`config.mk`:
```
export PLATFORM = sky130hd
export DESIGN_NAME = tank_controller
export DESIGN_NICKNAME = d
export VERILOG_FILES = /design/src/rtl/tank_pkg.sv /design/src/rtl/layer_if.sv /design/src/rtl/scan_if.sv /design/src/rtl/tank_controller.sv /design/src/rtl/screen_arbiter.sv /design/src/rtl/player_unit.sv /design/src/rtl/scan_router.sv
export VERILOG_INCLUDE_DIRS = /design/src /design/src/rtl
export SDC_FILE = /design/constraint.sdc
export NUM_CORES = 1
export LEC_CHECK = 0
export CAP_MARGIN = 0
export CORE_ASPECT_RATIO = 1.5
export CORE_MARGIN = 8
export CORE_UTILIZATION = 60
export CTS_CLUSTER_DIAMETER = 50
export DETAILED_ROUTE_END_ITERATION = 12
export DONT_BUFFER_PORTS = 1
export PLACE_DENSITY_LB_ADDON = 0.12
export SLEW_MARGIN = 20
export SYNTH_ARGS = -nofsm -noshare
export SYNTH_HDL_FRONTEND = slang
export SYNTH_HIERARCHICAL = 1
export SYNTH_SLANG_ARGS = --single-unit
```
`constraint.sdc`:
```
create_clock -name clk25 -period 9.1 [get_ports clk25]
set_input_delay 0.455 -clock clk25 [delete_from_list [all_inputs] [get_ports clk25]]
set_output_delay 0.455 -clock clk25 [all_outputs]
set_load 0.01 [all_outputs]
```
`src/rtl/tank_macros.svh`:
```
`ifndef TANK_MACROS_SVH
`define TANK_MACROS_SVH

// tank box edge in pixels
`define TANK_SIZE 32

// explosion length in counted hit cycles
`define EXPLOSION_CYCLES 60000

// points needed to win
`define WIN_SCORE 3

`define RED_COLOR   12'hF00
`define GREEN_COLOR 12'h0F0
`define BOOM_COLOR  12'hFA0   // orange fireball
`define BG_COLOR    12'h000

`endif
```
`src/rtl/tank_pkg.sv`:
```
package tank_pkg;

	typedef logic [9:0] x_coord_t;    // 0..639 visible
	typedef logic [8:0] y_coord_t;    // 0..479 visible
	typedef logic [11:0] pixel_t;     // 4:4:4 rgb
	typedef logic [1:0] score_t;
	typedef logic [16:0] boom_count_t;

	// encoding seen by the screen switch logic
	typedef enum logic [1:0] {
		screen_play       = 2'd0,
		screen_green_wins = 2'd1,
		screen_red_wins   = 2'd2
	} screen_e;

	typedef enum logic {
		alive,
		exploding
	} unit_state_e;

endpackage

```
`src/rtl/layer_if.sv`:
```
`timescale 1ns/1ps

interface layer_if
	import tank_pkg::*;
();

	logic tank_on;      // beam inside the tank box
	logic boom_on;      // explosion pixel
	logic destroyed;    // opponent bullet must go away
	logic scored;       // one cycle at end of explosion
	logic won;          // one cycle when score hits the limit

	// pixel_t is carried by the arbiter, the layer only flags coverage

	modport unit (
		output tank_on, boom_on, destroyed, scored, won
	);

	modport arbiter (
		input tank_on, boom_on, destroyed, scored, won
	);

endinterface

```
`src/rtl/scan_if.sv`:
```
`timescale 1ns/1ps

interface scan_if
	import tank_pkg::*;
();

	x_coord_t beam_x;
	y_coord_t beam_y;
	x_coord_t tank_x;    // this player's tank corner
	y_coord_t tank_y;
	x_coord_t shot_x;    // opponent bullet
	y_coord_t shot_y;
	logic restart;

	modport router (
		output beam_x, beam_y, tank_x, tank_y, shot_x, shot_y, restart
	);

	modport unit (
		input beam_x, beam_y, tank_x, tank_y, shot_x, shot_y, restart
	);

endinterface

```
`src/rtl/tank_controller.sv`:
```
`timescale 1ns/1ps
`include "tank_macros.svh"

module tank_controller
	import tank_pkg::*;
#(
	parameter int EXPLOSION_LEN = `EXPLOSION_CYCLES
)
(
	input logic clk25,
	input logic reset,
	input x_coord_t bullet_x1,
	input x_coord_t bullet_x2,
	input x_coord_t x_tank1,
	input x_coord_t x_tank2,
	input x_coord_t x,
	input y_coord_t bullet_y1,
	input y_coord_t bullet_y2,
	input y_coord_t y_tank1,
	input y_coord_t y_tank2,
	input y_coord_t y,
	input logic red_explosion_ack,
	input logic green_explosion_ack,
	input logic reset_plyrScrn,
	output screen_e player_screen,
	output pixel_t first_screen_out,
	output logic explosion_flag,
	output logic des_bullet1,
	output logic des_bullet2
);

	// index 0 red, index 1 green
	scan_if scan_bus [2] ();
	layer_if layer_bus [2] ();

	scan_router u_router (
		.clk25(clk25),
		.reset(reset),
		.bullet_x1(bullet_x1),
		.bullet_y1(bullet_y1),
		.bullet_x2(bullet_x2),
		.bullet_y2(bullet_y2),
		.x_tank1(x_tank1),
		.y_tank1(y_tank1),
		.x_tank2(x_tank2),
		.y_tank2(y_tank2),
		.x(x),
		.y(y),
		.reset_plyrScrn(reset_plyrScrn),
		.red_scan(scan_bus[0]),
		.green_scan(scan_bus[1])
	);

	for (genvar i = 0; i < 2; i++)
	begin : g_unit
		player_unit #(
			.EXPLOSION_LEN(EXPLOSION_LEN)
		) u_unit (
			.clk25(clk25),
			.reset(reset),
			.scan(scan_bus[i]),
			.layer(layer_bus[i])
		);
	end

	screen_arbiter u_arbiter (
		.clk25(clk25),
		.reset(reset),
		.red_layer(layer_bus[0]),
		.green_layer(layer_bus[1]),
		.red_explosion_ack(red_explosion_ack),
		.green_explosion_ack(green_explosion_ack),
		.restart(reset_plyrScrn),
		.first_screen_out(first_screen_out),
		.explosion_flag(explosion_flag),
		.player_screen(player_screen),
		.des_bullet1(des_bullet1),
		.des_bullet2(des_bullet2)
	);

endmodule

```
`src/rtl/screen_arbiter.sv`:
```
`timescale 1ns/1ps
`include "tank_macros.svh"

module screen_arbiter
	import tank_pkg::*;
(
	input logic clk25,
	input logic reset,
	layer_if.arbiter red_layer,
	layer_if.arbiter green_layer,
	input logic red_explosion_ack,
	input logic green_explosion_ack,
	input logic restart,
	output pixel_t first_screen_out,
	output logic explosion_flag,
	output screen_e player_screen,
	output logic des_bullet1,
	output logic des_bullet2
);

	pixel_t pixel_next;

	always_comb
	begin
		if (red_layer.boom_on || green_layer.boom_on)
			pixel_next = `BOOM_COLOR;
		else if (red_layer.tank_on)
			pixel_next = `RED_COLOR;     // red on top where boxes overlap
		else if (green_layer.tank_on)
			pixel_next = `GREEN_COLOR;
		else
			pixel_next = `BG_COLOR;
	end

	always_ff @(posedge clk25)
	begin
		if (reset)
			first_screen_out <= `BG_COLOR;
		else
			first_screen_out <= pixel_next;
	end

	// tells the movement logic to put the tanks back
	always_ff @(posedge clk25)
	begin
		if (reset)
			explosion_flag <= 1'b0;
		else if (red_layer.scored || green_layer.scored)
			explosion_flag <= 1'b1;
		else if (red_explosion_ack || green_explosion_ack)
			explosion_flag <= 1'b0;
	end

	// a unit's score counts hits taken, so the other colour wins
	always_ff @(posedge clk25)
	begin
		if (reset)
			player_screen <= screen_play;
		else if (green_layer.won)
			player_screen <= screen_red_wins;
		else if (red_layer.won)
			player_screen <= screen_green_wins;
		else if (restart)
			player_screen <= screen_play;
	end

	assign des_bullet1 = green_layer.destroyed;   // red bullet gone
	assign des_bullet2 = red_layer.destroyed;     // green bullet gone

endmodule

```
`src/rtl/player_unit.sv`:
```
`timescale 1ns/1ps
`include "tank_macros.svh"

module player_unit
	import tank_pkg::*;
#(
	parameter int EXPLOSION_LEN = `EXPLOSION_CYCLES
)
(
	input logic clk25,
	input logic reset,
	scan_if.unit scan,
	layer_if.unit layer
);

	logic [10:0] x_hi;    // far edge, spare bit for the 1023 corner
	logic [9:0] y_hi;
	logic scan_valid;     // router holds real data one cycle after reset
	logic beam_in;
	logic hit;
	unit_state_e state;
	boom_count_t count;
	score_t score;        // times this tank was destroyed

	assign x_hi = {1'b0, scan.tank_x} + 11'(`TANK_SIZE - 1);
	assign y_hi = {1'b0, scan.tank_y} + 10'(`TANK_SIZE - 1);

	assign beam_in = scan_valid &&
		(scan.beam_x >= scan.tank_x) && ({1'b0, scan.beam_x} <= x_hi) &&
		(scan.beam_y >= scan.tank_y) && ({1'b0, scan.beam_y} <= y_hi);

	// a hit only counts while the beam is over the tank
	assign hit = beam_in &&
		(scan.shot_x >= scan.tank_x) && ({1'b0, scan.shot_x} <= x_hi) &&
		(scan.shot_y >= scan.tank_y) && ({1'b0, scan.shot_y} <= y_hi);

	always_ff @(posedge clk25)
	begin
		if (reset)
		begin
			state <= alive;
			count <= '0;
			score <= '0;
			layer.destroyed <= 1'b0;
			layer.scored <= 1'b0;
			layer.won <= 1'b0;
		end
		else
		begin
			layer.scored <= 1'b0;   // pulses by default
			layer.won <= 1'b0;
			if (hit)
			begin
				count <= count + 17'd1;
				state <= exploding;
				layer.destroyed <= 1'b1;
			end
			else if (state == exploding && count == boom_count_t'(EXPLOSION_LEN))
			begin
				count <= '0;
				score <= score + 2'd1;
				layer.scored <= 1'b1;
				layer.destroyed <= 1'b0;
				state <= alive;
			end
			else if (score == score_t'(`WIN_SCORE))
			begin
				layer.won <= 1'b1;
				score <= '0;
			end
			else if (scan.restart)
			begin
				score <= '0;
			end
		end
	end

	// second pipeline stage of the pixel path
	always_ff @(posedge clk25)
	begin
		if (reset)
		begin
			scan_valid <= 1'b0;
			layer.tank_on <= 1'b0;
			layer.boom_on <= 1'b0;
		end
		else
		begin
			scan_valid <= 1'b1;
			layer.tank_on <= beam_in;
			layer.boom_on <= hit;
		end
	end

endmodule

```
`src/rtl/scan_router.sv`:
```
`timescale 1ns/1ps

module scan_router
	import tank_pkg::*;
(
	input logic clk25,
	input logic reset,
	input x_coord_t bullet_x1,
	input y_coord_t bullet_y1,
	input x_coord_t bullet_x2,
	input y_coord_t bullet_y2,
	input x_coord_t x_tank1,
	input y_coord_t y_tank1,
	input x_coord_t x_tank2,
	input y_coord_t y_tank2,
	input x_coord_t x,
	input y_coord_t y,
	input logic reset_plyrScrn,
	scan_if.router red_scan,
	scan_if.router green_scan
);

	always_ff @(posedge clk25)
	begin
		if (reset)
		begin
			red_scan.beam_x <= '0;
			red_scan.beam_y <= '0;
			red_scan.tank_x <= '0;
			red_scan.tank_y <= '0;
			red_scan.shot_x <= '0;
			red_scan.shot_y <= '0;
			red_scan.restart <= 1'b0;
			green_scan.beam_x <= '0;
			green_scan.beam_y <= '0;
			green_scan.tank_x <= '0;
			green_scan.tank_y <= '0;
			green_scan.shot_x <= '0;
			green_scan.shot_y <= '0;
			green_scan.restart <= 1'b0;
		end
		else
		begin
			red_scan.beam_x <= x;             // same beam for both
			red_scan.beam_y <= y;
			red_scan.tank_x <= x_tank1;
			red_scan.tank_y <= y_tank1;
			red_scan.shot_x <= bullet_x2;     // red is shot by green
			red_scan.shot_y <= bullet_y2;
			red_scan.restart <= reset_plyrScrn;
			green_scan.beam_x <= x;
			green_scan.beam_y <= y;
			green_scan.tank_x <= x_tank2;
			green_scan.tank_y <= y_tank2;
			green_scan.shot_x <= bullet_x1;   // green is shot by red
			green_scan.shot_y <= bullet_y1;
			green_scan.restart <= reset_plyrScrn;
		end
	end

endmodule

```
==> results of run 1 <==
[layer usage]
| layer | vias up | GRT usage |
|---|---|---|
| li1 | 3751 | - |
| met1 | 3413 | 0.2270 |
| met2 | 165 | 0.4154 |
| met3 | 50 | 0.04314 |
| met4 | 2 | 0.1069 |
| met5 | - | 0 |
[worst max-delay path, stage by stage, from the launching register on]
cell	delay, ps
dfxtp_1	440
inv_1	130
ha_1	260
nand2_1	100
o21ai_0	100
xnor2_1	300
ha_1	310
and3_1	210
a221o_1	350
a31o_2	230
o21ai_0	160
o21ai_1	140
a2bb2oi_2	690
nand3_1	280
mux2i_1	190
[worst min path at each step]
| stage | to | slack (ps) | depth (start not counted) |
|---|---|---|---|
| after floorplan | u_arbiter/player_screen[1] | 420 | 2 |
| after global placement | u_arbiter/player_screen[1] | 440 | 2 |
| after detailed placement | u_arbiter/player_screen[1] | 430 | 2 |
| after CTS | g_unit[0].u_unit/score[0] | 80 | 1 |
| after global routing | g_unit[0].u_unit/score[0] | 80 | 1 |
| final | g_unit[0].u_unit/score[0] | 90 | 1 |
[through the flow]
| step | instances | area (um^2) |
|---|---|---|
| 4_1_cts | 1259 | 10160 |
| 3_3_place_gp | 1227 | 9617 |
| 2_1_floorplan | 1073 | 9739 |
| 6_report | 1260 | 10160 |
| 3_5_place_dp | 1227 | 9617 |
| 5_1_grt | 1260 | 10160 |
[registers in the layout, indices dropped and copies added (netlist names)]
| name | cells |
|---|---|
| g_unit.u_unit/count | 34 |
| g_unit.u_unit/layer.boom_on | 2 |
| g_unit.u_unit/layer.scored | 2 |
| g_unit.u_unit/layer.tank_on | 2 |
| g_unit.u_unit/layer.won | 2 |
| g_unit.u_unit/scan_valid | 2 |
| g_unit.u_unit/score | 4 |
| g_unit.u_unit/state | 2 |
| u_arbiter/explosion_flag | 1 |
| u_arbiter/first_screen_out | 3 |
| u_arbiter/player_screen | 2 |
| u_router/green_scan.beam_x | 10 |
| u_router/green_scan.beam_y | 9 |
| u_router/green_scan.restart | 1 |
| u_router/green_scan.shot_x | 10 |
| u_router/green_scan.shot_y | 9 |
| u_router/green_scan.tank_x | 10 |
| u_router/green_scan.tank_y | 9 |
| u_router/red_scan.shot_x | 10 |
| u_router/red_scan.shot_y | 9 |
| u_router/red_scan.tank_x | 10 |
| u_router/red_scan.tank_y | 9 |
[layout by cell type (no fill, tap or decap), types with 4 or more instances in the layout]
master,count
a211oi_2,4
o221ai_1,4
a21o_1,11
o2111ai_1,15
clkinv_2,4
nor2b_1,104
and3_1,28
o21a_1,12
o211ai_1,5
dfxtp_1,152
nor3_1,17
inv_6,5
inv_1,80
a31oi_1,6
a211oi_1,11
a2111o_1,4
nand2_1,60
or3_1,6
nand2b_1,8
a2111oi_0,5
o21ai_0,38
clkbuf_16,17
nand4_1,10
a211o_1,5
xnor2_1,33
nor4_1,16
ha_1,156
and4_1,8
nand3_1,29
a21oi_1,35
and2_1,8
nor2_1,38
conb_1,4
o21ai_1,26
[cells in the mapped netlist (12+ instances only)]
cell and number:
ha_1 156, dfxtp_1 152, nor2b_1 104, inv_1 80, nand2_1 60, nor2_1 38, o21ai_0 38, a21oi_1 35
buf_4 33, xnor2_1 33, nand3_1 29, and3_1 28, o21ai_1 26, nor3_1 17, nor4_1 16, o2111ai_1 15
o21a_1 12
[layout make-up]
class	count	area [um^2]	area share
Tap cell	206	257.7	0.02536
Sequential cell	152	3043	0.2994
Clock buffer	17	425.4	0.04186
Antenna cell	1	2.502	0.0002462
Clock inverter	15	117.6	0.01157
Inverter	82	307.8	0.03029
Multi-Input combinational cell	787	6008	0.5912
[kinds of logic (layout without fill, tap and decap cells)]
family | count (synthesis) | in the layout | synth area share
AOI/OAI and AO/OA | 227 | 227 | 0.1660
and+or+nand+nor | 360 | 360 | 0.2108
buffers and inverters | 134 | 114 | 0.07074
xor gates and xnor gates | 37 | 37 | 0.03550
adders and majority gates | 157 | 157 | 0.2017
other | 1 | 5 | 0.0003855
DFF | 152 | 152 | 0.3128
muxes | 2 | 2 | 0.002058
[report_power, final]
group / total, mW / switching [mW] / internal, mW
combinational: 0.268 / 0.148 / 0.120
sequential: 0.716 / 0.0262 / 0.689
clock: 0.657 / 0.302 / 0.355
total: 1.64 / 0.477 / 1.16
==> reports/results.ini, run 1 <==
[critical_path]
rr_startpoint=u_router/green_scan.tank_x[0]
end_kind=register
startpoint=u_router/green_scan.tank_x[0]
worstPathRequired_ps=9450
worstPathMaxFanout=16
reg2reg_to=g_unit[1].u_unit/count[0]
cp-start-kind=register
cp-endpoint=g_unit[1].u_unit/count[0]
worstRegToRegCells=14
ff2ff_setup_slack_ps=5150
cp.arrival_ps=4300
crit_type=reg -> reg

[logic_synthesis]
synthArstFlopShare=0
seq_area_frac_synth=0.3128
synthTopCellsByArea=dfxtp_1, ha_1, nor2b_1
syn_area_um2=9728
synth_edf_count=0
yosys_warnings=6
synth_top_area_cell=dfxtp_1
synth.distinct_cells=88
synth_top_area_frac=0.3128
ys.flop_type=dfxtp_1
synth_cells=1070
ys_ff_latch=152
avgSynthCellArea_um2=9.092

[clock_network]
root_buffer=clkbuf_16
cts_tree=done
path_clk_slew_ps=60
htreeDepth=4
cts_sinks=152
cts_setup_buffers=0
cts_resized=0
max-clock-path-buffers=2
ctsHoldBuffers=0
cts_buffers=17
clk-insertion-delay-late_ps=420

[sta]
final-setup-viol-count=0
hold_viol_final=0
slew_viol_final=0
skew_ps=7.701
fin_ws_ps=5151
slew_headroom=0.2165
finalCritPeriodShare=0.4340
tns_ps=0
hold-worst-slack_ps=92.99
worst_slew_pin_slew_ps=1165
post-route-min-period_ps=3949
fmax_mhz=253.2
rsz0062_at_grt=false

[drt]
drt-met1-wl_um=8871
ant_nets=0
vias=7381
dr_wl_met2_um=12100
top_layer=met5
routed_wirelength_um=22570
wire_per_inst_um=17.91
viasPerCell=5.858
route.met3.wl_um=897
initialDrtViolationCount=274
dr.pass1.iters=4
drc=0

[hold_path]
worstHoldStart=reset
hp-class=in -> reg

[finish]
final_nets=1296
fill_cells=1408
syn_to_final_growth_pct=4.463
final_util=0.6333
drive_above_1_share=0.06268

[pwr]
power-per-cell-area_nw_per_um2=161.4
leakage_nw=4.285
ir_worst_vdd_mv=0.1267
power.total_mw=1.640

[place]
pre_cts_ws_ps=5173
port_buffers=0
hpwl_um=17650
gp_congestion=0.9341

[global_routing]
grt_overflow_total=0
grt_max_degree=128
grt_pass1_vias=7442
grt_pass1_wl_um=35920
grt_usage=0.2200
antenna_found_initial=2

[floorplan]
die_area_um2=20630
die_x_um=120.0
rows=57
pin_count=117
die_h_um=172.0
core_um2=16050
start_util=0.6062

[outcome]
status=completed

[run]
drv_cap=0

No activity file was read; power rests on OpenSTA's default activity.
==> inputs of run 2 (changes only) <==
--- a/config.mk
+++ b/config.mk
@@ -9,7 +9,7 @@
 export CAP_MARGIN = 0
 export CORE_ASPECT_RATIO = 1.5
 export CORE_MARGIN = 8
-export CORE_UTILIZATION = 60
+export CORE_UTILIZATION = 59
 export CTS_CLUSTER_DIAMETER = 50
 export DETAILED_ROUTE_END_ITERATION = 12
 export DONT_BUFFER_PORTS = 1
==> constraint.sdc (replaced) <==
create_clock -name clk25 -period 3.55 [get_ports clk25]
set_input_delay 0.1775 -clock clk25 [delete_from_list [all_inputs] [get_ports clk25]]
set_output_delay 0.1775 -clock clk25 [all_outputs]
set_load 0.01 [all_outputs]
==> run 2 against run 1 <==
First-iteration DRC count rose by 59%. Utilization is 9.6 points higher. Flip-flop and latch count unchanged. Clock skew increased by 1.4 ps. Power grew to 2.7 times the previous value. Clock-buffer cell count is 5 higher. Critical path depth decreased by 1. Hold slack got worse by 77 ps. Global-route usage grew 1.8 points. Worst setup slack worse by 5100 ps. Die area is 1.5% higher. Critical path type unchanged.
==> reports/results.ini, run 2 (same netlist as run 1, synthesis figures left out) <==
[outcome]
status=completed

[sta]
worst_slew_pin_slew_ps=690.7  ; -473.9 ps
hold_viol_final=0  ; unchanged
slew_viol_final=0  ; unchanged
slew_headroom=0.5353  ; +0.3188
finalCritPeriodShare=0.9729  ; +0.5389
skew_ps=9.090  ; +1.389 ps
rsz0062_at_grt=true
fmax_mhz=289.5  ; +14%
post-route-min-period_ps=3454  ; -495.5 ps
final-setup-viol-count=0  ; unchanged

[clock_network]
cts_buffers=17  ; unchanged
cts_tree=done
root_buffer=clkbuf_16
max-clock-path-buffers=2  ; unchanged
clk-insertion-delay-late_ps=430  ; about the same
cts_sinks=152  ; unchanged
htreeDepth=4  ; unchanged
path_clk_slew_ps=60  ; about the same

[finish]
most-common-layout-cells=ha_1, dfxtp_1, nor2b_1
drive_above_1_share=0.1201  ; +0.05742
fin_area_um2=11810  ; +16%
syn_to_final_growth_pct=21.41
final_common_cell=ha_1
largest_reg_flops=34  ; unchanged
final_nets=1443  ; +11%
max_flop_register=g_unit.u_unit/count
fill_cells=1205  ; -14%
final_util=0.7296  ; +0.09628

[floorplan]
rows=57  ; unchanged
die_area_um2=20940  ; +1.5%
start_util=0.6009  ; -0.005341
pin_count=117  ; unchanged
core_um2=16190  ; +0.89%
die_x_um=120.8  ; +0.73%
die_h_um=173.3  ; +0.76%

[critical_path]
max_stage_delay_ps=560  ; -130 ps
cp_num_buf_inv=1  ; unchanged
cp-start-kind=register
end_kind=register
cp.arrival_ps=3780  ; -520 ps
cpMaxStageDelayCell=or4_4
worstPathMaxFanout=5  ; -11
path_delay_family=compound AO/OA/AOI/OAI gates
worstPathRequired_ps=3870  ; -5580 ps
cp_cell_sequence=or4_4 -> nor2_4 -> or3_1 -> xnor2_2 -> ha_1 -> a22oi_1 -> nand2_1 -> o31a_1 -> a311oi_2 -> nand2_1 -> a21o_4 -> buf_4 -> o41ai_2
path_common_cell=nand2_1
crit_type=reg -> reg

[drt]
vias=8163  ; +11%
initialDrtViolationCount=437  ; +59%
wire_per_inst_um=18.10  ; +1.1%
ant_nets=0  ; unchanged
viasPerCell=5.802  ; -0.96%
drc=0  ; unchanged
dr.pass1.iters=5  ; +1
routed_wirelength_um=25470  ; +13%

[global_routing]
grt_pass1_vias=8386  ; +13%
grt_pass1_wl_um=40480  ; +13%
grt_max_degree=116  ; -9.4%
grt_usage=0.2384  ; +0.01843
antenna_found_initial=2  ; unchanged
grt_overflow_total=0  ; unchanged

[hold_path]
hp-class=in -> reg

[pwr]
power-per-cell-area_nw_per_um2=380.3  ; +140%
ir_worst_vdd_mv=0.3110  ; +150%
power.total_mw=4.492  ; +170%
leakage_nw=4.993  ; +17%

[place]
place_area_um2=9952  ; +3.5%
hpwl_um=17820  ; +0.96%
gp_congestion=0.8982  ; -3.8%
port_buffers=0  ; unchanged

[run]
drv_cap=0  ; unchanged

run 2: cell types whose count changed in the layout (fill, tap and decap cells not counted), moves of 4 or more:
| cell | previous run | this run |
|---|---|---|
| buf_12 | 0 | 4 |
| o21ai_0 | 38 | 33 |
| dfxtp_1 | 152 | 147 |
| dlygate4sd3_1 | 0 | 101 |
| buf_6 | 0 | 4 |
| buf_4 | 0 | 36 |
run 2: power breakdown:
part | switching [mW] | internal (mW)
clock network | 0.737 | 1.02
registers | 0.0677 | 1.77
logic | 0.455 | 0.444
run 2: worst paths after layout:
check                                  from                       endpoint  slack (ps)  cells past startpoint
max           u_router/green_scan.tank_y[0]     g_unit[1].u_unit/count[16]         100                     13
min                                   reset      g_unit[0].u_unit/count[2]          20                      3
max reg2reg   u_router/green_scan.tank_y[0]     g_unit[1].u_unit/count[16]         100                     13
min reg2reg  g_unit[1].u_unit/layer.boom_on  u_arbiter/first_screen_out[4]         470                      1
run 2: routing by layer:
| layer | vias up | wire (um) | global-route usage |
|---|---|---|---|
| met5 | - | 0 | 0 |
| li1 | 4051 | - | - |
| met1 | 3847 | 9973 | 0.2472 |
| met2 | 198 | 13770 | 0.4460 |
| met3 | 67 | 827 | 0.04043 |
| met4 | 0 | 893 | 0.1129 |
run 2: stage by stage:
stage	setup TNS, ps	hold slack, ps	instances	worst slack (ps)
final	0	16.39	1407	96.33
after global routing	-636.7	27.64	1407	-130.9
after CTS	0	11.02	1400	16.58
after detailed placement	-38.93	260.9	1265	-19.39
after global placement	0	262.0	1265	31.67
after floorplan	0	246.6	1073	215.3
run 2: cell type report:
type	instances	area, um^2	share of cell area
multi-input combinational	787	6180	0.5232
clock inverter	9	91.34	0.007733
timing repair buffer	147	1439	0.1218
tap	206	257.7	0.02182
sequential	152	3054	0.2586
inverter	82	310.3	0.02627
antenna	2	5.005	0.0004237
clock buffer	22	474.2	0.04015
run 2: worst reg2reg max path: cells and delay by family (launching register included):
family | cells | cell delay (ps)
adders and majority gates | 1 | 350
xor gates and xnor gates | 1 | 90
and+or+nand+nor | 5 | 1060
DFF | 1 | 310
buffers and inverters | 1 | 140
AOI/OAI and AO/OA | 5 | 1390
run 2: what timing repair did:
item / in CTS / in global routing
hold buffers: 102 / 0
cloned: 0 / 2
pin swaps: 2 / 16
hold endpoints to repair: 115 / 0
resized for setup: 4 / 53
setup endpoints to repair: 15 / 45
buffers inserted: 2 / 3
